## src/image_xform_pkg.sv

```systemverilog
/*
 * image transform package
 * sizes of the 16x16 pixel image and its word layout, fill constants,
 * and the opcode, controller state and pixel operation encodings
 */

package image_xform_pkg;

   ////////////////////////////////////////
   // image geometry
   ////////////////////////////////////////

   // one pixel is a byte, four pixels per memory word
   localparam int PIX_W        = 8;
   localparam int WORD_W       = 32;
   localparam int PIX_PER_WORD = WORD_W / PIX_W;

   // 16 pixels per side, 4 words per image row
   localparam int IMG_DIM      = 16;
   localparam int NUM_WORDS    = (IMG_DIM * IMG_DIM) / PIX_PER_WORD;
   localparam int ADDR_W       = $clog2(NUM_WORDS);

   // extra top bit selects the rotate write-back phase
   localparam int CNT_W        = ADDR_W + 1;

   // one full scratchpad row, 16 pixels
   localparam int ROW_W        = IMG_DIM * PIX_W;

   ////////////////////////////////////////
   // constants
   ////////////////////////////////////////

   localparam logic [PIX_W-1:0]  PIX_STEP   = 8'd16;
   localparam logic [WORD_W-1:0] BLACK_WORD = '0;
   localparam logic [WORD_W-1:0] WHITE_WORD = '1;
   localparam logic [WORD_W-1:0] GREY_WORD  = {PIX_PER_WORD{8'hf0}};

   // status bits that carry information, rest read as zero
   localparam int STAT_W = 6;

   // host opcodes, codes 12 to 15 behave as nop
   typedef enum logic [3:0] {
      OP_NOP      = 4'd0,
      OP_LOADMEM  = 4'd1,
      OP_READMEM  = 4'd2,
      OP_READSTAT = 4'd3,
      OP_ALLBLACK = 4'd4,
      OP_ALLWHITE = 4'd5,
      OP_ALLGREY  = 4'd6,
      OP_DARKEN   = 4'd7,
      OP_LIGHTEN  = 4'd8,
      OP_INVERT   = 4'd9,
      OP_ROTCW    = 4'd10,
      OP_ROTCCW   = 4'd11
   } opcode_e;

   typedef enum logic [1:0] {ST_IDLE = 2'd0, ST_BUSY = 2'd1, ST_DONE = 2'd2} xform_state_e;

   typedef enum logic [1:0] {PX_PASS, PX_DARK, PX_LITE, PX_INVT} pixel_op_e;

endpackage

```

## src/xform_ctrl.sv

```systemverilog
/*
 * image transform controller
 * idle/busy/done FSM, sweep counter sized by the op class,
 * done interrupt with host acknowledge, and the status word
 */

module xform_ctrl (
   input  logic                                 clk,
   input  logic                                 rst_b,
   input  image_xform_pkg::opcode_e             op,
   input  logic                                 int_ack,
   output logic                                 busy,
   output logic [image_xform_pkg::CNT_W-1:0]    cnt,
   output logic                                 done_int,
   output logic [image_xform_pkg::WORD_W-1:0]   stat_word
);

   image_xform_pkg::xform_state_e state;
   image_xform_pkg::xform_state_e next_state;

   logic one_cyc_op;
   logic sweep_op;
   logic rotate_op;
   logic valid_op;
   logic last_cyc;

   ////////////////////////////////////////
   // op classes
   ////////////////////////////////////////

   // single access ops, busy for one cycle
   assign one_cyc_op = (op == image_xform_pkg::OP_LOADMEM) ||
                       (op == image_xform_pkg::OP_READMEM);
   // fills and pixel ops sweep all 64 words
   assign sweep_op   = op inside {image_xform_pkg::OP_ALLBLACK, image_xform_pkg::OP_ALLWHITE,
                                  image_xform_pkg::OP_ALLGREY, image_xform_pkg::OP_DARKEN,
                                  image_xform_pkg::OP_LIGHTEN, image_xform_pkg::OP_INVERT};
   // rotates load then write back, 128 cycles
   assign rotate_op  = op inside {image_xform_pkg::OP_ROTCW, image_xform_pkg::OP_ROTCCW};
   assign valid_op   = one_cyc_op || sweep_op || rotate_op;

   // final busy cycle of the current op
   // an op that changed away mid sweep ends at once
   always_comb
   begin
      if (sweep_op)
         last_cyc = (cnt[image_xform_pkg::ADDR_W-1:0] == '1);
      else if (rotate_op)
         last_cyc = (cnt == '1);
      else
         last_cyc = 1'b1;
   end

   ////////////////////////////////////////
   // state machine
   ////////////////////////////////////////

   always_comb
   begin
      next_state = state;
      case (state)
         image_xform_pkg::ST_IDLE:
            // nop, readstat and unused codes stay idle
            if (valid_op)
               next_state = image_xform_pkg::ST_BUSY;
         image_xform_pkg::ST_BUSY:
            if (last_cyc)
               next_state = image_xform_pkg::ST_DONE;
         image_xform_pkg::ST_DONE:
            if (int_ack)
               next_state = image_xform_pkg::ST_IDLE;
         default:
            next_state = image_xform_pkg::ST_IDLE;
      endcase
   end

   always_ff @(posedge clk or negedge rst_b)
   begin
      if (!rst_b)
         state <= image_xform_pkg::ST_IDLE;
      else
         state <= next_state;
   end

   assign busy = (state == image_xform_pkg::ST_BUSY);

   // sweep counter, zero outside busy, steps every busy cycle but the last
   always_ff @(posedge clk or negedge rst_b)
   begin
      if (!rst_b)
         cnt <= '0;
      else if (!busy || last_cyc)
         cnt <= '0;
      else
         cnt <= cnt + 1'b1;
   end

   // done interrupt, set leaving busy, cleared by the acknowledge in done
   always_ff @(posedge clk or negedge rst_b)
   begin
      if (!rst_b)
         done_int <= 1'b0;
      else if (busy && last_cyc)
         done_int <= 1'b1;
      else if ((state == image_xform_pkg::ST_DONE) && int_ack)
         done_int <= 1'b0;
   end

   // status: done, rotate, 64 cycle op, write-back phase, state
   assign stat_word = {{(image_xform_pkg::WORD_W - image_xform_pkg::STAT_W){1'b0}},
                       done_int, rotate_op, sweep_op,
                       rotate_op && cnt[image_xform_pkg::CNT_W-1], state};

   ////////////////////////////////////////
   // checks
   ////////////////////////////////////////

   // interrupt only comes out of a finished busy cycle
   a_done_from_busy : assert property (@(posedge clk) disable iff (!rst_b)
      $rose(done_int) |-> ($past(state) == image_xform_pkg::ST_BUSY) &&
                          (state == image_xform_pkg::ST_DONE));

   // count climbs strictly across consecutive busy cycles
   a_cnt_no_wrap : assert property (@(posedge clk) disable iff (!rst_b)
      ($past(busy) && busy) |-> (cnt > $past(cnt)));

endmodule

```

## config.mk

```make
export PLATFORM = sky130hd
export DESIGN_NAME = xform_ctrl
export DESIGN_NICKNAME = d
export VERILOG_FILES = /design/src/image_xform_pkg.sv /design/src/xform_ctrl.sv
export SDC_FILE = /design/constraint.sdc
export NUM_CORES = 1
export LEC_CHECK = 0
export ABC_AREA = 1
export BUFFER_PORTS_ARGS = -buffer_cell sky130_fd_sc_hd__buf_4
export CORE_MARGIN = 2
export CORE_UTILIZATION = 25
export CTS_BUF_LIST = sky130_fd_sc_hd__clkbuf_4 sky130_fd_sc_hd__clkbuf_8 sky130_fd_sc_hd__clkbuf_16
export DETAILED_ROUTE_END_ITERATION = 10
export PLACE_DENSITY = 0.56
export SYNTH_ARGS = -nofsm -noshare
export SYNTH_HDL_FRONTEND = slang
export SYNTH_SLANG_ARGS = --single-unit
```

## constraint.sdc

```tcl
create_clock -name clk -period 1.32 [get_ports clk]
set_input_delay 0.264 -clock clk [delete_from_list [all_inputs] [get_ports clk]]
set_output_delay 0.264 -clock clk [all_outputs]
set_load 0.01 [all_outputs]
```

# After elaboration in Yosys (flattened, before gate mapping)
# Index checks and enable logic that the tools add are counted.
# op_classes
add_sub_neg	1
n_mul	0
div_mod_pow	0
order_cmp	0
eq_ne	17
shifts	0
mux	9
bitwise_logic	0
reduce_logical	13
# ops
op	n
$eq A4 B3 Y1 const B	4
$eq A4 B4 Y1 const B	4
$add A7 B1 Y7 const B	1
$eq A7 B7 Y1 const B	1
$mux W7	1
$eq A6 B6 Y1 const B	1
$mux W2	3
$pmux W2 S3	1
$reduce_bool A6 Y1	1
$eq A4 B1 Y1 const B	1
$eq A4 B2 Y1 const B	1
$logic_or A1 B1 Y1	4
$mux W1	4
$ne A2 B2 Y1 const B	2
$reduce_bool A2 Y1	2
$logic_and A1 B1 Y1	3
$reduce_and A3 Y1	1
$eq A2 B1 Y1 const B	1
$eq A2 B2 Y1 const B	1
$logic_not A2 Y1	1
$ne A2 B1 Y1 const B	1
$logic_not A1 Y1	1
# totals
register_bits	10
latchBits	0
ram_bits	0
romBits	0
output_inout_bits	41
mem_count	0

# Longest topological paths before layout
# logic_depth
depth_word	6
mapped_depth	9

# Worst setup path after synthesis
# Ideal clock, no wire load.
# synth_path
kind	register to register
from	register cnt[0] (netlist bit)
to	register state[0]
setup_ns	0.121
arrival_time_ns	1.149
slack_ns	0.050
stages_incl_launch_ff	7
period_less_slack_ns	1.270
path_cell_list	dfrtp_1 -> ha_1 -> nand3_2 -> nor2_1 -> nand3_1 -> nand3_4 -> a21oi_2
# synth_between
elab_chain_len	5
# synth_rtl
item	line_no	rtl
start: declaration	xform_ctrl.sv:13	output logic [image_xform_pkg::CNT_W-1:0] cnt,
start signal: assignment	xform_ctrl.sv:95	cnt <= cnt + 1'b1;
$eq A7 B7 Y1	xform_ctrl.sv:49	last_cyc = (cnt == '1);
$mux W1	xform_ctrl.sv:48	else if (rotate_op)
$mux W1 (*)	xform_ctrl.sv:46	if (sweep_op)
$ne A2 B1 Y1 (no line) (*)	-	
$reduce_and A3 Y1 (no line) (*)	-	
end signal: assignment	xform_ctrl.sv:80	state <= image_xform_pkg::ST_IDLE;
end signal: assignment	xform_ctrl.sv:82	state <= next_state;
end: declaration	xform_ctrl.sv:18	image_xform_pkg::xform_state_e state;
# Mark *: on every way between the ends. The rest lies on a longest branch, timed or not.
# A chain may end at the register's enable or synchronous reset.

# Worst setup path after layout
# layout_path
from	register cnt[1] (netlist bit)
to	register state[0]
# The elaborated chain is that of the path after synthesis.

==> metrics.cfg <==
[floorplan]
dieHeight_um = 59.48
die_area_um2 = 3538
ios = 48
core_area_um2 = 2978
die_w_um = 59.48
initial_core_util_pct = 25.84
rows = 20

[sta]
rsz0062_at_grt = yes
tns_ns = 0
final_hold_viol_count = 0
clock.fmax_ghz = 0.8026
setup_viol = 0
post-route-min-period_ns = 1.246
fin_skew_ns = 0.006987
finalCritPeriodShare_pct = 94.39
finalMaxSlewViolations = 0

[final_layout]
antenna_cells = 0
final_util_pct = 31.51
fin_area_um2 = 938.4
fin_nets = 133
area_growth_syn_to_layout_pct = 21.95
mostFrequentLayoutCells = conb_1, buf_4, nand2_1, nor2_1
drive_gt1_share_pct = 31.45
final_common_cell = conb_1

[power_and_ir_drop]
p_sw_mw = 0.4467
p_seq_share_pct = 34.9
power_density_nw_per_um2 = 1298
clockPowerShare_pct = 22.3
p_int_mw = 0.7718
power_mw = 1.218
combPwrFrac_pct = 42.8
p_sw_share_pct = 36.66
vdd_drop_max_uv = 461.7
leakage_nw = 0.4970

[synth]
synth_seq_area_share_pct = 32.52
synth_compound_area_share_pct = 2.439
synth_area_leaders = dfrtp_1, buf_4, nand2_1
synth_top_family_by_area = buffers and inverters
synth_xor_area_share_pct = 4.553
syn_inst = 99
synth-adder-area-share_pct = 1.626
ys_warn_count = 0
yosysUniqueCellTypes = 19
synthMuxAreaShare_pct = 0
syn_avg_cell_area_um2 = 7.773
synth.largest_area_cell = dfrtp_1
synth_top_area_share_pct = 32.52
ys_ff_latch = 10
synth_area_um2 = 769.5
yosys.area_share.simple_pct = 24.72

[global_route]
grt_pass1_wl_mm = 2.083
overflow = 0
grt_pass1_vias = 503
grt_max_degree = 11
grt_usage_pct = 8.043
antenna_found_initial = 0

[drt]
num_vias = 579
drc = 0
drt_wl_total_mm = 1.289
wl_per_cell_um = 8.210
drtIter0Drc = 7
avgViaCountPerCell = 3.688
firstDrtPassIters = 4
ant_nets = 0

[job]
cap_violations = 0

[min_path]
hold_class = input port to register

[cts]
clk_latency_ns = 0.27
cts_inserted_buffers = 3
cts_root_buf = clkbuf_4
cts.clk_slew.worst_paths_ns = 0.06
cts.sinks = 10
cts_tree = done
clock_tree.buffer_depth = 2
h-tree-depth = 1

[place]
dpl_cell_area_um2 = 859.6
gp_congestion = 0.7278
dp_hpwl_mm = 1.074
io_buffers = 21

[worst_setup_path]
cp.arrival_ns = 1.44
crit_required_ns = 1.51
cp-start-kind = register
setup.worst_path.end_class = register
critPathKind = register to register
crit_fanout = 8

[status]
status = finished clean

-- flip-flops by register name (all words and copies together) (netlist names) --
name,count
done_int,1
cnt,7
state,2
-- Yosys cell counts --
| cell | instances |
|---|---|
| buf_4 | 29 |
| nand2_1 | 15 |
| nor2_1 | 15 |
| dfrtp_1 | 10 |
| inv_1 | 10 |
| nand3_1 | 4 |
| xor2_1 | 3 |
| nand3_2 | 2 |
| a21oi_2 | 1 |
| conb_1 | 1 |
| ha_1 | 1 |
| inv_2 | 1 |
| nand2_2 | 1 |
| nand3_4 | 1 |
| nand3b_1 | 1 |
| nand4_1 | 1 |
| o21ai_0 | 1 |
| o21ai_1 | 1 |
| xnor2_1 | 1 |
-- stage by stage --
stage / instances / hold slack, ns / setup WS [ns]
2_1_floorplan: 124 / -0.03159 / 0.05013
3_3_place_gp: 151 / 0.1002 / -0.006535
3_5_place_dp: 151 / 0.1006 / 0.01177
4_1_cts: 156 / 0.2947 / 0.01392
5_1_grt: 157 / 0.3083 / -0.03290
6_report: 157 / 0.3066 / 0.07403
-- worst paths after layout --
| path | slack (ns) | to | cells past startpoint | from |
|---|---|---|---|---|
| max reg2reg | 0.07 | state[0] | 8 | cnt[1] |
| min reg2reg | 0.55 | done_int | 2 | done_int |
| min in group asynchronous | 0.36 | cnt[4] | 2 | rst_b |
| max in group asynchronous | 0.81 | done_int | 2 | rst_b |
| max | 0.07 | state[0] | 8 | cnt[1] |
| min | 0.31 | state[1] | 3 | int_ack |
-- worst max-delay path, stage by stage, from the launching register on --
cell and delay (ns):
dfrtp_1 0.42, ha_4 0.18, nand2_1 0.06, nor2_1 0.04, nand2_1 0.07, nand2_1 0.06
nand2_2 0.08, nand3_4 0.12, a21oi_2 0.14
-- power by group through the flow --
stage               logic [mW]  clock network (mW)  registers, mW
floorplan                0.312                   0          0.445
global placement         0.502                   0          0.420
detailed placement       0.508                   0          0.421
CTS                      0.513               0.284          0.418
global route             0.589               0.297          0.438
finish                   0.521               0.272          0.426
-- cell families after synthesis --
logic type               after synthesis
buffers and inverters                 40
AND/OR/NAND/NOR                       40
flip-flops                            10
XOR/XNOR                               4
AO/OA/AOI/OAI                          3
adder cells (fa/ha/maj)                1
other                                  1
-- what timing repair did --
item	CTS	global route
pin swaps	0	2
gates resized for setup	1	5
setup endpoints to repair	1	11
setup buffers	0	1
hold buffers	1	0
endpoints found under the hold margin	10	0
-- cell type report --
class,instances,area (um2)
fillers,319,2039
multi-input cells,74,379.1
flip-flops and latches,10,250.2
repair buffers,25,190.2
inverters,11,41.29
well taps,33,41.29
clock buffers,4,36.28
-- per-layer routing --
layer | GRT usage [%] | share of wire, % | vias to the layer above
li1 | - | - | 299
met1 | 9.639 | 40 | 253
met3 | 4.585 | 7.1 | 4
met2 | 11.93 | 51 | 23
met4 | 2.922 | 1.3 | 0
met5 | 0 | 0 | -
(Power assumes the default switching activity.)
