`config.mk`:
```
export PLATFORM = sky130hd
export DESIGN_NAME = image_mem
export DESIGN_NICKNAME = d
export VERILOG_FILES = /design/src/image_xform_pkg.sv /design/src/image_mem.sv
export SDC_FILE = /design/constraint.sdc
export NUM_CORES = 2
export LEC_CHECK = 0
export BUFFER_PORTS_ARGS = -buffer_cell sky130_fd_sc_hd__buf_2
export CAP_MARGIN = 20
export CELL_PAD_IN_SITES_DETAIL_PLACEMENT = 0
export CELL_PAD_IN_SITES_GLOBAL_PLACEMENT = 1
export CORE_MARGIN = 2
export CORE_UTILIZATION = 44
export DETAILED_ROUTE_END_ITERATION = 7
export PLACE_DENSITY = 0.85
export SLEW_MARGIN = 0
export SYNTH_ARGS = -nofsm -noshare
export SYNTH_HDL_FRONTEND = slang
export SYNTH_SLANG_ARGS = --single-unit
```
`constraint.sdc`:
```
create_clock -name clk -period 3.15 [get_ports clk]
set_input_delay 0.315 -clock clk [delete_from_list [all_inputs] [get_ports clk]]
set_output_delay 0.315 -clock clk [all_outputs]
set_load 0.01 [all_outputs]
```
`src/image_xform_pkg.sv`:
```
/*
 * image transform package
 * sizes of the 16x16 pixel image and its word layout, fill constants,
 * and the opcode, controller state and pixel operation encodings
 */

package image_xform_pkg;

   ////////////////////////////////////////
   // image geometry
   ////////////////////////////////////////

   // one pixel is a byte, four pixels per memory word
   localparam int PIX_W        = 8;
   localparam int WORD_W       = 32;
   localparam int PIX_PER_WORD = WORD_W / PIX_W;

   // 16 pixels per side, 4 words per image row
   localparam int IMG_DIM      = 16;
   localparam int NUM_WORDS    = (IMG_DIM * IMG_DIM) / PIX_PER_WORD;
   localparam int ADDR_W       = $clog2(NUM_WORDS);

   // extra top bit selects the rotate write-back phase
   localparam int CNT_W        = ADDR_W + 1;

   // one full scratchpad row, 16 pixels
   localparam int ROW_W        = IMG_DIM * PIX_W;

   ////////////////////////////////////////
   // constants
   ////////////////////////////////////////

   localparam logic [PIX_W-1:0]  PIX_STEP   = 8'd16;
   localparam logic [WORD_W-1:0] BLACK_WORD = '0;
   localparam logic [WORD_W-1:0] WHITE_WORD = '1;
   localparam logic [WORD_W-1:0] GREY_WORD  = {PIX_PER_WORD{8'hf0}};

   // status bits that carry information, rest read as zero
   localparam int STAT_W = 6;

   // host opcodes, codes 12 to 15 behave as nop
   typedef enum logic [3:0] {
      OP_NOP      = 4'd0,
      OP_LOADMEM  = 4'd1,
      OP_READMEM  = 4'd2,
      OP_READSTAT = 4'd3,
      OP_ALLBLACK = 4'd4,
      OP_ALLWHITE = 4'd5,
      OP_ALLGREY  = 4'd6,
      OP_DARKEN   = 4'd7,
      OP_LIGHTEN  = 4'd8,
      OP_INVERT   = 4'd9,
      OP_ROTCW    = 4'd10,
      OP_ROTCCW   = 4'd11
   } opcode_e;

   typedef enum logic [1:0] {ST_IDLE = 2'd0, ST_BUSY = 2'd1, ST_DONE = 2'd2} xform_state_e;

   typedef enum logic [1:0] {PX_PASS, PX_DARK, PX_LITE, PX_INVT} pixel_op_e;

endpackage

```
`src/image_mem.sv`:
```
/*
 * image memory
 * 64 words of four pixels, row 0 at the bottom, column 0 in the low byte.
 * selects the read address and write source per op, maps op to the
 * pixel alu code, and holds the registered host read data
 */

module image_mem (
   input  logic                                 clk,
   input  logic                                 rst_b,
   input  image_xform_pkg::opcode_e             op,
   input  logic                                 busy,
   input  logic [image_xform_pkg::CNT_W-1:0]    cnt,
   input  logic [image_xform_pkg::ADDR_W-1:0]   addr,
   input  logic [image_xform_pkg::WORD_W-1:0]   wdata,
   input  logic [image_xform_pkg::WORD_W-1:0]   px_word,
   input  logic [image_xform_pkg::WORD_W-1:0]   scratch_word,
   input  logic [image_xform_pkg::WORD_W-1:0]   stat_word,
   output logic [image_xform_pkg::WORD_W-1:0]   mem_word,
   output image_xform_pkg::pixel_op_e           px_op,
   output logic [image_xform_pkg::WORD_W-1:0]   rdata
);

   logic [image_xform_pkg::WORD_W-1:0] mem [image_xform_pkg::NUM_WORDS];

   logic [image_xform_pkg::ADDR_W-1:0] rd_addr;
   logic                               wr_en;
   logic [image_xform_pkg::ADDR_W-1:0] wr_addr;
   logic [image_xform_pkg::WORD_W-1:0] wr_data;

   // host address for a word read, sweep position otherwise
   assign rd_addr  = (op == image_xform_pkg::OP_READMEM) ? addr :
                     cnt[image_xform_pkg::ADDR_W-1:0];
   assign mem_word = mem[rd_addr];

   // pixel alu code
   always_comb
   begin
      case (op)
         image_xform_pkg::OP_DARKEN:  px_op = image_xform_pkg::PX_DARK;
         image_xform_pkg::OP_LIGHTEN: px_op = image_xform_pkg::PX_LITE;
         image_xform_pkg::OP_INVERT:  px_op = image_xform_pkg::PX_INVT;
         default:                     px_op = image_xform_pkg::PX_PASS;
      endcase
   end

   ////////////////////////////////////////
   // write source
   ////////////////////////////////////////

   always_comb
   begin
      wr_en   = 1'b0;
      wr_addr = cnt[image_xform_pkg::ADDR_W-1:0];
      wr_data = px_word;
      case (op)
         image_xform_pkg::OP_LOADMEM:
         begin
            wr_en   = busy;
            wr_addr = addr;
            wr_data = wdata;
         end
         image_xform_pkg::OP_ALLBLACK:
         begin
            wr_en   = busy;
            wr_data = image_xform_pkg::BLACK_WORD;
         end
         image_xform_pkg::OP_ALLWHITE:
         begin
            wr_en   = busy;
            wr_data = image_xform_pkg::WHITE_WORD;
         end
         image_xform_pkg::OP_ALLGREY:
         begin
            wr_en   = busy;
            wr_data = image_xform_pkg::GREY_WORD;
         end
         // alu result of the word just read
         image_xform_pkg::OP_DARKEN, image_xform_pkg::OP_LIGHTEN, image_xform_pkg::OP_INVERT:
            wr_en = busy;
         // rotated rows only in the second half of the sweep
         image_xform_pkg::OP_ROTCW, image_xform_pkg::OP_ROTCCW:
         begin
            wr_en   = busy && cnt[image_xform_pkg::CNT_W-1];
            wr_data = scratch_word;
         end
         default:
            wr_en = 1'b0;
      endcase
   end

   always_ff @(posedge clk or negedge rst_b)
   begin
      if (!rst_b)
         for (int i = 0; i < image_xform_pkg::NUM_WORDS; i++)
            mem[i] <= '0;
      else if (wr_en)
         mem[wr_addr] <= wr_data;
   end

   // host read data, word at the end of the readmem cycle or live status
   always_ff @(posedge clk or negedge rst_b)
   begin
      if (!rst_b)
         rdata <= '0;
      else if (busy && (op == image_xform_pkg::OP_READMEM))
         rdata <= mem_word;
      else if (op == image_xform_pkg::OP_READSTAT)
         rdata <= stat_word;
   end

   // outside busy the word at a held read address never changes
   a_no_write_idle : assert property (@(posedge clk) disable iff (!rst_b)
      !busy ##1 (rd_addr == $past(rd_addr)) |-> $stable(mem_word));

endmodule

```
---- Yosys cells after proc, flatten, opt, wreduce, memory -nomap -nowiden ----
Index checks and enable logic that the tools add are counted.
storage, ports and cells
  output and inout bits ................... 66
  register bits ........................... 2080
  word-level logic and storage cells ...... 100
operators by class
  reductions and logical operators ........ 6
  eq/ne operators ......................... 11
  order comparisons ....................... 3
  bitwise gates (word level) .............. 2
  muxes and demuxes ....................... 13
operators by type and width
  kind                count
  $bwmux 2048         1
  $bmux 32 s6         1
  $demux 32 s6        1
  $mux 32             5
  $pmux 32 s5         1
  $eq 4x3->1 const B  4
  $eq 4x4->1 const B  4
  $ge 7x7->1 const B  2
  $not 6->7           2
  $mux 6              2
  $eq 4x2->1 const B  2
  $lt 7x1->1 const B  1
  $reduce_or 7->1     1
  $pmux 2 s3          1
  $eq 4x1->1 const B  1
  $logic_and 1x1->1   3
  $pmux 1 s2          1
  $reduce_bool 2->1   1
  $reduce_or 2->1     1

---- Logic depth before layout (Yosys ltp) ----
  word-level depth ........................ 8
  mapped depth ............................ 15
  depth with buffers taken out ............ 8

---- Worst setup path before layout ----
OpenSTA, ideal clock, no wires.
  kind .................................... in2out
  from .................................... input op[3]
  to ...................................... output mem_word[23] (netlist bit)
  stages on the path ...................... 13
  arrival ................................. 3.060 ns
  path buffers ............................ 5
  setup slack ............................. -0.225 ns
  cells stage by stage .................... buf_2 > nor4b_4 > mux2i_1 > buf_2 > buf_2 > buf_2 > buf_2 > nand2_1 > a21oi_1 > nor4_1 > nor3_1 > a21oi_1 > a311oi_1
on the way
  cells in the longest elaborated chain, start to end .. 6
RTL lines
  item                                         RTL line         source
  from (decl)                                  image_mem.sv:11  input image_xform_pkg::opcode_e op,
  $eq 4x2->1                                   image_mem.sv:32  assign rd_addr = (op == image_xform_pkg::OP_READMEM) ? addr :
  $mux 6                                       image_mem.sv:32
  $not 6->7 (implied by the code)              image_mem.sv:34  assign mem_word = mem[rd_addr];
  $bmux 32 s6                                  image_mem.sv:34
  $mux 32 (implied by the code) (2 in series)  image_mem.sv:34
  to (decl)                                    image_mem.sv:19  output logic [image_xform_pkg::WORD_W-1:0] mem_word,
Every way passes these cells. The select of a mux whose other input is x is not followed.

---- Worst setup path after layout ----
  from .................................... input op[3]
  to ...................................... output mem_word[5] (netlist bit)
The elaborated chain is that of the path after synthesis.

==> impl_metrics.csv <==
group,metric,value,unit
timing,timing_max_transition_violations_final,0,
route,drt_wl_total,355000,µm
route,dr_total_vias,82182,
critical_path,critical_path_peak_fanout,13,
critical_path,timing.critical_path.max_delay_family,"buffers and inverters",
route,post-route-drc-count,0,
logic_synthesis,ys.flop_type,"dfrtp_1",
logic_synthesis,edff_count_synth,0,
critical_path,r2r-start,"mem[91]",
die,overall_die_area,214000,µm²
cts,root_buffer,"clkbuf_16",
flow_run,count_of_max_cap_constraint_violations,0,
timing,final_setup_margin,-0.685,ns
layout,final_common_cell,"dfrtp_1",
timing,setup_viol,32,
timing,timing.slew.headroom,35.9,%
critical_path,cp.required,2.83,ns
logic_synthesis,synth.ff_latch_count,2080,
timing,finalSetupTns,-17.65,ns
critical_path,crit_slowest_cell,"or4b_4",
cts,clock_sink_count,2080,
placement,port_buffers,213,
timing,tightest_slew,0.961,ns
logic_synthesis,synth.yosys.warnings,0,
grt,gr_util_all_layers,32.5,%
cts,cts_tree,"built",
outcome,status,"finished, violations left",
logic_synthesis,synth_seq_area_share,56.2,%
cts,clkTransAtPathRegs,0.07,ns
layout,fillCellCount,17888,
die,ioPinCount,214,
grt,largest_net_degree_at_the_start_of_global_routing,149,
placement,dp_worst_slack,-1.71,ns
route,first_iter_violations,9775,
timing,grt_setup_unrepaired,"yes",
die,row_count,168,
critical_path,worstSetupEndpointType,"output port",
route,detail_route.vias_per_cell,6.00,
pwr,vdd.ir_drop.worst,0.588,mV
hold_path,worst_hold_path_type,"in -> async",
layout,final_cell_mix,"dfrtp_1, nand2_1, a21oi_1, nor2_1, o21ai_0",
logic_synthesis,synthDistinctLibCells,73,
timing,holdWs,0.0273,ns
layout,flow.area_growth_from_synthesis,26.5,%
logic_synthesis,post_synth_instance_area,92600,µm²
grt,grt_first_pass_wirelength,525000,µm
critical_path,most_used_cell_cp,"buf_12",
outcome,violations,"negative setup slack",
critical_path,critical_path.n_buffers_inverters,8,
route,drtPass1Iterations,7,
layout,layoutNonFillerInstCount,13703,
placement,hpwl,220000,µm
timing,max_freq,0.261,GHz
cts,cts_h_tree_depth,4,
critical_path,critPathMaxStageDelay,0.64,ns
die,core_area,209000,µm²
logic_synthesis,syn-instance-count,10192,
layout,post_route_cells_drive_above_1_share,18.5,%
logic_synthesis,syn-mean-instance-area,9.08,µm²
critical_path,timing.critical_path.cells,"buf_6, or4b_4, buf_12, mux2i_4, buf_4, buf_12, buf_16, nand2_1, a32oi_1, a21oi_2, nor4_4, buf_4, o21a_1, buf_12, buf_6",
placement,placed_insts,13059,
die,die_h,463,µm
route,post_drt_wl_per_cell,25.9,µm
cts,clock_insertion_delay_worst_skew,0.89,ns
logic_synthesis,synth-async-reset-ratio,100,%
grt,grt_antenna_before_repair,21,
timing,final-hold-violation-count,0,
cts,clock_tree.buffer_depth,3,
grt,via_count_of_the_first_global_routing_pass,80164,
route,antenna_violating_nets_post_route,0,
timing,period_utilization_post_route,122,%
critical_path,crit_arrival,3.52,ns
critical_path,worst_setup_path_startpoint,"op[3]",
pwr,total_leakage_power,52.5,nW
layout,nets,10864,
die,floorplan.die.width,463,µm
grt,overflow_left_after_global_routing,0,
critical_path,timing_worst_setup_path_type,"in -> out",
cts,cts_buffers,209,
die,initial_utilization,44.2,%
critical_path,crit_path_start_kind,"input pin",
logic_synthesis,syn-num-nets,10340,
timing,final.min_clock_period,3.84,ns
pwr,powerDensity,628,nW/µm²
placement,placer_s_final_routability_congestion_estimate,0.952,
timing,finClkSkew,0.0368,ns
layout,postLayoutCoreUtil,55.9,%
## synthesized netlist by cell type, drive strengths merged (2+ instances only)
master      n  share of area [%]
dfrtp    2080                 56
nand2    1894                7.7
a21oi    1600                8.6
nor2     1352                5.5
o21ai     814                4.4
clkbuf    601                2.4
mux2i     491                5.3
buf       360                1.9
a32oi     172                1.6
nand3     154               0.83
o22ai      94               0.64
a22oi      63               0.51
nor4       59               0.42
a31oi      52               0.35
and2       45               0.30
a221oi     37               0.35
o221ai     31               0.29
o41ai      27               0.30
a21o       25               0.20
and3       25               0.17
a2111oi    21               0.21
inv        18              0.073
nand4      18               0.12
o21a       18               0.15
nor3       15              0.093
o32ai      14               0.13
mux2       13               0.17
o2bb2ai    13               0.12
nor2b      12              0.081
o2111ai    12               0.11
a221o       9              0.097
nand2b      9              0.061
o311ai      6              0.057
nor3b       5              0.041
a22o        4              0.038
a41o        4              0.043
a211o       3              0.028
a21boi      2              0.016
and3b       2              0.019
o221a       2              0.024
o31ai       2              0.022
## layer usage
| metal | track usage [%] | vias to the layer above | part of all wire, % |
|---|---|---|---|
| met1 | 42.9 | 40804 | 39 |
| met4 | 20.0 | 8 | 6.8 |
| li1 | - | 35996 | - |
| met2 | 49.2 | 4358 | 44 |
| met3 | 6.56 | 1016 | 9.6 |
| met5 | 0 | - | 0.014 |
## kinds of logic (layout without fill, tap and decap cells)
kind of cell           count (synthesis)  after routing  synth area share, %
AOI/OAI and AO/OA                   3033           3033                 18.5
buffers and inverters                979           1671                 4.42
DFF                                 2080           2080                 56.2
muxes                                505            506                 5.52
other                                  0             13                    0
and+or+nand+nor                     3595           3595                 15.4
## sequential cells by signal, summed over array words and instances (netlist names)
name   cells
mem     2048
rdata     32
## worst paths after layout
path / endpoint / slack, ns / cells after the start
worst max-delay path: mem_word[5] / -0.69 / 15
worst min-delay path: mem[226] / 0.03 / 2
worst max register to register: rdata[27] / 0.71 / 10
worst min register to register: mem[1772] / 0.48 / 2
max in group asynchronous: mem[756] / 1.84 / 3
min in group clk: mem[1685] / 0.03 / 4
## where the power goes
group          switching, mW  internal [mW]  leakage, nW  total (mW)
logic                   8.08           5.68         21.2        13.8
registers               2.33           30.9         27.7        33.2
clock network           11.2           15.4         3.58        26.6
total                   21.6           52.0         52.5        73.6
## through the flow
step	total power [mW]	instance area [µm²]
CTS	73.0	115000
detailed placement	45.6	103000
global placement	45.0	103000
global route	76.5	117000
floorplan	40.1	92700
finish	73.6	117000
## cell type report
type / instances / area, µm² / area share, %
multi-input combinational: 7134 / 39600 / 33.9
clock buffer: 289 / 6000 / 5.13
clock inverter: 91 / 1320 / 1.12
tap: 2805 / 3510 / 3.00
timing repair buffer: 1273 / 14500 / 12.4
sequential: 2080 / 52000 / 44.5
inverter: 18 / 67.6 / 0.0577
antenna: 13 / 32.5 / 0.0278
## what timing repair did
action                                  4_1_cts  5_1_grt
endpoints found under the hold margin       919        0
pin swaps                                   136      106
gates cloned                                 26        8
endpoints found under the setup margin       46       32
gates resized for setup                     475      203
buffers inserted                            112       64
hold buffers                                 58        0
(Power assumes the default switching activity.)
