$ cat src/image_xform_pkg.sv
/*
 * image transform package
 * sizes of the 16x16 pixel image and its word layout, fill constants,
 * and the opcode, controller state and pixel operation encodings
 */

package image_xform_pkg;

   ////////////////////////////////////////
   // image geometry
   ////////////////////////////////////////

   // one pixel is a byte, four pixels per memory word
   localparam int PIX_W        = 8;
   localparam int WORD_W       = 32;
   localparam int PIX_PER_WORD = WORD_W / PIX_W;

   // 16 pixels per side, 4 words per image row
   localparam int IMG_DIM      = 16;
   localparam int NUM_WORDS    = (IMG_DIM * IMG_DIM) / PIX_PER_WORD;
   localparam int ADDR_W       = $clog2(NUM_WORDS);

   // extra top bit selects the rotate write-back phase
   localparam int CNT_W        = ADDR_W + 1;

   // one full scratchpad row, 16 pixels
   localparam int ROW_W        = IMG_DIM * PIX_W;

   ////////////////////////////////////////
   // constants
   ////////////////////////////////////////

   localparam logic [PIX_W-1:0]  PIX_STEP   = 8'd16;
   localparam logic [WORD_W-1:0] BLACK_WORD = '0;
   localparam logic [WORD_W-1:0] WHITE_WORD = '1;
   localparam logic [WORD_W-1:0] GREY_WORD  = {PIX_PER_WORD{8'hf0}};

   // status bits that carry information, rest read as zero
   localparam int STAT_W = 6;

   // host opcodes, codes 12 to 15 behave as nop
   typedef enum logic [3:0] {
      OP_NOP      = 4'd0,
      OP_LOADMEM  = 4'd1,
      OP_READMEM  = 4'd2,
      OP_READSTAT = 4'd3,
      OP_ALLBLACK = 4'd4,
      OP_ALLWHITE = 4'd5,
      OP_ALLGREY  = 4'd6,
      OP_DARKEN   = 4'd7,
      OP_LIGHTEN  = 4'd8,
      OP_INVERT   = 4'd9,
      OP_ROTCW    = 4'd10,
      OP_ROTCCW   = 4'd11
   } opcode_e;

   typedef enum logic [1:0] {ST_IDLE = 2'd0, ST_BUSY = 2'd1, ST_DONE = 2'd2} xform_state_e;

   typedef enum logic [1:0] {PX_PASS, PX_DARK, PX_LITE, PX_INVT} pixel_op_e;

endpackage

$ cat src/pixel_word_op.sv
/*
 * pixel word alu
 * darken and lighten by a fixed step with saturation, or invert,
 * on all four pixels of a word independently
 */

module pixel_word_op (
   input  image_xform_pkg::pixel_op_e           px_op,
   input  logic [image_xform_pkg::WORD_W-1:0]   data_in,
   output logic [image_xform_pkg::WORD_W-1:0]   data_out
);

   logic [image_xform_pkg::PIX_W-1:0] pix;
   // one extra bit for carry and borrow
   logic [image_xform_pkg::PIX_W:0]   sum;
   logic [image_xform_pkg::PIX_W:0]   diff;

   always_comb
   begin
      data_out = data_in;
      pix      = '0;
      sum      = '0;
      diff     = '0;
      for (int p = 0; p < image_xform_pkg::PIX_PER_WORD; p++)
      begin
         pix  = data_in[p*image_xform_pkg::PIX_W +: image_xform_pkg::PIX_W];
         sum  = {1'b0, pix} + {1'b0, image_xform_pkg::PIX_STEP};
         diff = {1'b0, pix} - {1'b0, image_xform_pkg::PIX_STEP};
         case (px_op)
            // borrow out means the pixel was below the step, clamp to black
            image_xform_pkg::PX_DARK:
               data_out[p*image_xform_pkg::PIX_W +: image_xform_pkg::PIX_W] =
                  diff[image_xform_pkg::PIX_W] ? '0 : diff[image_xform_pkg::PIX_W-1:0];
            // carry out clamps to white
            image_xform_pkg::PX_LITE:
               data_out[p*image_xform_pkg::PIX_W +: image_xform_pkg::PIX_W] =
                  sum[image_xform_pkg::PIX_W] ? '1 : sum[image_xform_pkg::PIX_W-1:0];
            image_xform_pkg::PX_INVT:
               data_out[p*image_xform_pkg::PIX_W +: image_xform_pkg::PIX_W] = ~pix;
            default:
               data_out[p*image_xform_pkg::PIX_W +: image_xform_pkg::PIX_W] = pix;
         endcase
      end
   end

endmodule

$ cat config.mk
export PLATFORM = sky130hd
export DESIGN_NAME = pixel_word_op
export DESIGN_NICKNAME = d
export VERILOG_FILES = /design/src/image_xform_pkg.sv /design/src/pixel_word_op.sv
export SDC_FILE = /design/constraint.sdc
export NUM_CORES = 1
export LEC_CHECK = 0
export BUFFER_PORTS_ARGS = -buffer_cell sky130_fd_sc_hd__buf_2
export CORE_UTILIZATION = 30
export DETAILED_ROUTE_END_ITERATION = 8
export GPL_TIMING_DRIVEN = 0
export SYNTH_ARGS = -nofsm -noshare
export SYNTH_HDL_FRONTEND = slang
export SYNTH_SLANG_ARGS = --single-unit
$ cat constraint.sdc
create_clock -name vclk -period 1.75
set_input_delay 0.0875 -clock vclk [all_inputs]
set_output_delay 0.0875 -clock vclk [all_outputs]
set_load 0.03 [all_outputs]
# Word level (Yosys, flattened, before mapping)
# Cells that the tools add are included.
# op_classes
addsub,8
eq_ne,3
muxes,12
bitwise,4
# ops
cell,n
case mux 8 bit (3 select lines),4
two-way mux 8 bit,8
adder 8 x 5 -> 9 bit (second input constant),4
subtractor 8 x 5 -> 9 bit (second input constant),4
inverter 8 bit,4
== test 2 bit (second input constant),2
== test 2 x 1 -> 1 bit (second input constant),1
# word_totals
regBits,0
in_bits,34
out_inout_bits,32
elab_cells,27

# Longest topological paths before layout
# Gate-level depths: netlist of run 1.
# logic_depth
depth_word,3
mapped_depth,6
mapped_depth_nobuf,6

# Worst setup path before layout of run 1
# OpenSTA, ideal clock, no wires.
# synth_timing
path_type,input port to output port
start,in px_op[0]
end,out data_out[13] (netlist bit)
arrival_ps,1420
required_ps,1662
setup_slack_ps,242
cell_stages,4
path_buffers,0
path_cell_list,and2b_4 > nand4_1 > a22o_1 > o21ai_0
# synth_via
elab_chain_cells,2
word_cells_on_any_way,4
classes_between,eq/ne: 3; mux: 1
# synth_rtl
element,line_no,rtl
"start, declared",pixel_word_op.sv:8,"input image_xform_pkg::pixel_op_e px_op,"
== test 2 bit / == test 2 x 1 -> 1 bit (equally long branches),pixel_word_op.sv:29,case (px_op)
case mux 8 bit (3 select lines) (*),pixel_word_op.sv:29,
"end, declared",pixel_word_op.sv:10,output logic [image_xform_pkg::WORD_W-1:0] data_out
# Mark *: on every way between the ends. The rest lies on a longest branch, timed or not.

# Worst setup path after layout of run 1
# Ends and elaborated chain as after synthesis.

==> reports/qor.yml, run 1 <==
run_status:
  status: "completed"
finish:
  fillCellCount: 390
  stdcell_area_sq_um: 1440
  final_cells: 279
  antennaDiodeCount: 0
  area_delta_synth_final_pct: 35.7
  nets: 277
  nClkBuffers: 0
  multi_input_area_sq_um: 931
  final_cell_mix: "buf_2 (66), nand2_1 (24), o211ai_1 (22), a21oi_1 (14), inv_1 (12)"
  n_sequential_cell: 0
  final_layout_size_suffix_gt1_frac: 0.330
  regArea_sq_um: 0
  final_common_cell: "buf_2"
setup_path:
  endpoint_kind: "output pin"
  worst_path_largest_cell_delay_ns: 0.29
  crit_slowest_cell: "nand4_1"
  arrival_ns: 1.45
  startpoint_type: "input port"
  crit_chain: "buf_2 > and2b_4 > nand4_1 > a22o_1 > o21ai_0 > buf_2"
  critPathMaxFanout: 6
  crit_top_cell: "buf_2"
  path_class: "input port to output pin"
  cp.required_ns: 1.66
min_path:
  worst_hold_path.endpoint: "data_out[17]"
  hp-class: "input port to output pin"
  worstHoldStart: "data_in[17]"
  worst_hold_path.num_cells: 3
grt:
  grt_overflow: 0
  grt_max_degree: 11
  use_met2: 0.287
  gr-usage-met3: 0.00210
  busiest_layer: "met2"
  use_met1: 0.286
  grt_usage: 0.181
  grt_pass1_wl_mm: 5.44
  antenna_found_initial: 0
  grt_pass1_vias: 1201
sta:
  setup_viol: 0
  min_period_ns: 1.54
  slew_viol_final: 0
  relSlewSlack: 0.684
  clock.fmax_mhz: 650
  worstMarginPinSlew_ns: 0.474
  finalCritPeriodShare: 0.879
  finalHoldViolCount: 0
  tns_ns: 0
  rsz0062_at_grt: "no"
place:
  dpl_cell_area_sq_um: 1430
  placed_cells: 279
  hpwl_mm: 2.62
  place.gp.congestion: 0.791
  io_buffers: 63
yosys:
  syn_nets: 212
  synthAdderAreaFrac: 0.0947
  synthSimpleGateAreaFrac: 0.307
  ys_seq_area_frac: 0
  synth.area.mux_share: 0
  synthCells: 170
  synth_xor_area_frac: 0
  synth.distinct_cells: 37
  synth-warning-count: 0
  postSynthAreaPerCell_sq_um: 6.22
  synth_top_family_by_area: "compound AO/OA/AOI/OAI gates"
  synth_compound_area_frac: 0.475
  syn-cell-area_sq_um: 1060
power_and_ir_drop:
  swShare: 0.655
  pwr-share-comb: 1.000
  p_leak_nw: 0.666
  power_report.internal_total_mw: 0.174
  p_per_area_nw_per_um2: 352
  ir_worst_vdd_mv: 0.148
  p_switching_mw: 0.331
  seqPwrFrac: 0
  clkPwrFrac: 0
route:
  final_antenna_net_count: 0
  num_vias: 1486
  wl_mm: 3.38
  drc: 0
  first_iter_violations: 69
  wire_per_inst_um: 12.1
  firstDrtPassIters: 4
  via_per_inst: 5.33
die:
  core-area_sq_um: 3360
  rows: 21
  die_area_sq_um: 3770
  die_h_um: 61.4
  io_pins: 66
  initial_core_util: 0.314
  dieWidth_um: 61.4
flow_run:
  maxCapViolations: 0
clock_tree:
  cts_hold_buf: 0
==> worst max path at each step <==
stage                      from           end  slack, ns  cells past startpoint
global placement     data_in[4]   data_out[3]       0.14                      8
global route        data_in[12]   data_out[9]       0.05                      8
finish                 px_op[0]  data_out[13]       0.21                      6
detailed placement  data_in[12]  data_out[11]       0.16                      8
floorplan              px_op[0]  data_out[13]       0.24                      4
CTS                 data_in[12]  data_out[11]       0.15                      8
==> cell usage after synthesis (all sizes together), types with 2 or more instances <==
cell type   n  share of area
a21oi      14          0.066
a22o        3          0.025
a31oi       5          0.030
and4        2          0.017
buf         4          0.025
clkbuf      7          0.053
ha          8          0.095
inv        12          0.043
nand2      24          0.085
nand2b      2          0.012
nand3       4          0.019
nand4       5          0.030
nor2       11          0.039
nor3        5          0.024
nor3b       4          0.028
o2111ai     2          0.017
o211ai     22           0.16
o21a        2          0.014
o21ai      14          0.066
o31ai       5          0.036
or3         3          0.022
==> through the flow <==
stage	hold WS, ns	worst slack [ns]	power [mW]	util
after floorplan	0.354	0.242	0.347	-
final	0.520	0.211	0.505	0.427
after detailed placement	0.522	0.159	0.503	0.425
after CTS	0.522	0.151	0.505	0.425
after global routing	0.537	0.0525	0.551	0.427
after global placement	0.520	0.144	0.503	0.425
==> critical path, delay by kind of cell <==
family          cells  cell delay, ns
compound gates      2            0.45
buf+inv             2            0.34
simple gates        2            0.57
==> cells by family after synthesis <==
| logic type | after synthesis |
|---|---|
| buffers and inverters | 24 |
| AND/OR/NAND/NOR | 63 |
| adder cells (fa/ha/maj) | 8 |
| AO/OA/AOI/OAI | 75 |
==> layout make-up <==
cell class,instances,area share
inverters,13,0.0340
multi-input cells,146,0.649
plain buffers,11,0.0575
well taps,46,0.0401
repair buffers,63,0.220
==> power by group through the flow <==
stage	Clock, mW	Sequential (mW)	Combinational, mW
floorplan	0	0	0.347
global placement	0	0	0.503
detailed placement	0	0	0.503
CTS	0	0	0.505
global route	0	0	0.551
finish	0	0	0.505
==> metal layers <==
| metal | vias up | wire length (um) | part of all wire |
|---|---|---|---|
| li1 | 792 | - | - |
| met5 | - | 0 | 0 |
| met1 | 654 | 1760 | 0.52 |
| met3 | 0 | 135 | 0.040 |
| met4 | 0 | 0 | 0 |
| met2 | 40 | 1490 | 0.44 |
==> timing repair <==
| item | in CTS | in global routing |
|---|---|---|
| resized for setup | 0 | 3 |
| endpoints found under the setup margin | 0 | 8 |
| setup buffers | 0 | 0 |
Power figures use the tool's default switching activity.
==> run 2, diff against run 1 <==
--- a/config.mk
+++ b/config.mk
@@ -5,10 +5,12 @@
 export SDC_FILE = /design/constraint.sdc
 export NUM_CORES = 1
 export LEC_CHECK = 0
-export BUFFER_PORTS_ARGS = -buffer_cell sky130_fd_sc_hd__buf_2
 export CORE_UTILIZATION = 30
 export DETAILED_ROUTE_END_ITERATION = 8
+export DONT_BUFFER_PORTS = 1
 export GPL_TIMING_DRIVEN = 0
+export PLACE_DENSITY = 0.47
+export SKIP_LAST_GASP = 1
 export SYNTH_ARGS = -nofsm -noshare
 export SYNTH_HDL_FRONTEND = slang
 export SYNTH_SLANG_ARGS = --single-unit
==> run 2 against run 1 <==
Hold slack got worse by 0.16 ns. Fmax is 4.2% lower. Cell count down 23%. Global-route usage down 0.61 points. Critical endpoint is now data_out[22]. Highest routed layer unchanged. Critical path type unchanged. Largest cell class unchanged. Largest power group unchanged. Via count is 11% lower.
==> reports/qor.yml, run 2 (synthesis gave the netlist of run 1 again) <==
power_and_ir_drop:
  pwr-share-comb: 1.000
  seqPwrFrac: 0
  clkPwrFrac: 0
  ir_worst_vdd_mv: 0.144
  p_switching_mw: 0.290
  p_leak_nw: 0.415
  power_report.internal_total_mw: 0.105
  swShare: 0.735
  p_per_area_nw_per_um2: 354
sta:
  relSlewSlack: 0.316
  finalCritPeriodShare: 0.918
  clock.fmax_mhz: 623
  min_period_ns: 1.61
  rsz0062_at_grt: "no"
  finalHoldViolCount: 0
  slew_viol_final: 0
  fin_ws_ns: 0.144
  tns_ns: 0
  setup_viol: 0
  worstMarginPinSlew_ns: 1.02
finish:
  regArea_sq_um: 0
  antennaDiodeCount: 0
  stdcell_area_sq_um: 1110
  nets: 214
  final_cell_mix: "nand2_1 (24), o211ai_1 (22), a21oi_1 (14), inv_1 (12), nor2_1 (11)"
  n_sequential_cell: 0
  final_layout_size_suffix_gt1_frac: 0.0765
  area_delta_synth_final_pct: 5.44
  nClkBuffers: 0
  fin_util: 0.331
  final_common_cell: "nand2_1"
setup_path:
  path_class: "input port to output pin"
  startpoint_type: "input port"
  cp.required_ns: 1.66
  crit_family: "compound AO/OA/AOI/OAI gates"
  critPathMaxFanout: 10
  crit_slowest_cell: "o31ai_1"
  endpoint_kind: "output pin"
  crit_chain: "clkbuf_8 > clkbuf_1 > a21oi_1 > o31ai_1"
  crit_buf_inv: 2
  worst_path_largest_cell_delay_ns: 0.82
  arrival_ns: 1.52
route:
  firstDrtPassIters: 4
  num_vias: 1319
  drc: 0
  wire_per_inst_um: 16.1
  via_per_inst: 6.11
  final_antenna_net_count: 0
  first_iter_violations: 107
  wl_mm: 3.49
die:
  io_pins: 66
  dieWidth_um: 61.4
  die_area_sq_um: 3770
  core-area_sq_um: 3360
  initial_core_util: 0.314
  die_h_um: 61.4
  rows: 21
grt:
  grt_overflow: 0
  grt_max_degree: 11
  grt_pass1_wl_mm: 5.09
  grt_usage: 0.175
  grt_pass1_vias: 1154
  antenna_found_initial: 0
flow_run:
  maxCapViolations: 0
place:
  place.gp.congestion: 0.783
  io_buffers: 0
  hpwl_mm: 2.73
  pre_cts_slack_ns: 0.00539
  dpl_cell_area_sq_um: 1110
clock_tree:
  postCtsSetupBuffers: 0
  cts_resized: 0
  cts_hold_buf: 0
min_path:
  worst_hold_path.num_cells: 1
  worstHoldStart: "data_in[6]"
  hp-class: "input port to output pin"
  worst_hold_path.endpoint: "data_out[6]"
run_status:
  status: "completed"
==> run 2: cell count changes in the layout (fill, tap and decap cells not counted), sizes merged <==
cell / delta
buf: -63
==> run 2: worst max-delay path by stage <==
stage,cells past startpoint,to,from,slack (ns)
detailed placement,4,data_out[13],data_in[15],0.005
global placement,4,data_out[13],px_op[0],0.06
global route,4,data_out[22],px_op[0],0.03
floorplan,4,data_out[13],px_op[0],0.24
finish,4,data_out[22],px_op[0],0.14
CTS,4,data_out[13],data_in[15],0.008
==> run 2: cell type report <==
type                            instances  area (sq um)
Inverter                               13          48.8
Multi-Input combinational cell        146           926
Buffer                                 11          82.6
Tap cell                               46          57.6
Fill cell                             396          2250
==> run 2: power by group through the flow <==
stage,combinational (mW),sequential (mW),clock [mW]
finish,0.395,0,0
global route,0.425,0,0
CTS,0.395,0,0
detailed placement,0.395,0,0
global placement,0.388,0,0
floorplan,0.347,0,0
==> run 2: metal layers <==
metal | vias to the layer above | wire length [um] | track usage
met3 | 0 | 359 | 0.0189
li1 | 660 | - | -
met4 | 0 | 0 | 0.00317
met1 | 590 | 1410 | 0.228
met2 | 69 | 1720 | 0.328
met5 | - | 0 | 0
==> run 2: metrics by stage <==
stage / instances / hold WS [ns] / total power [mW]
finish: 216 / 0.361 / 0.395
detailed placement: 216 / 0.360 / 0.395
global placement: 216 / 0.361 / 0.388
global route: 216 / 0.365 / 0.425
CTS: 216 / 0.361 / 0.395
floorplan: 170 / 0.354 / 0.347
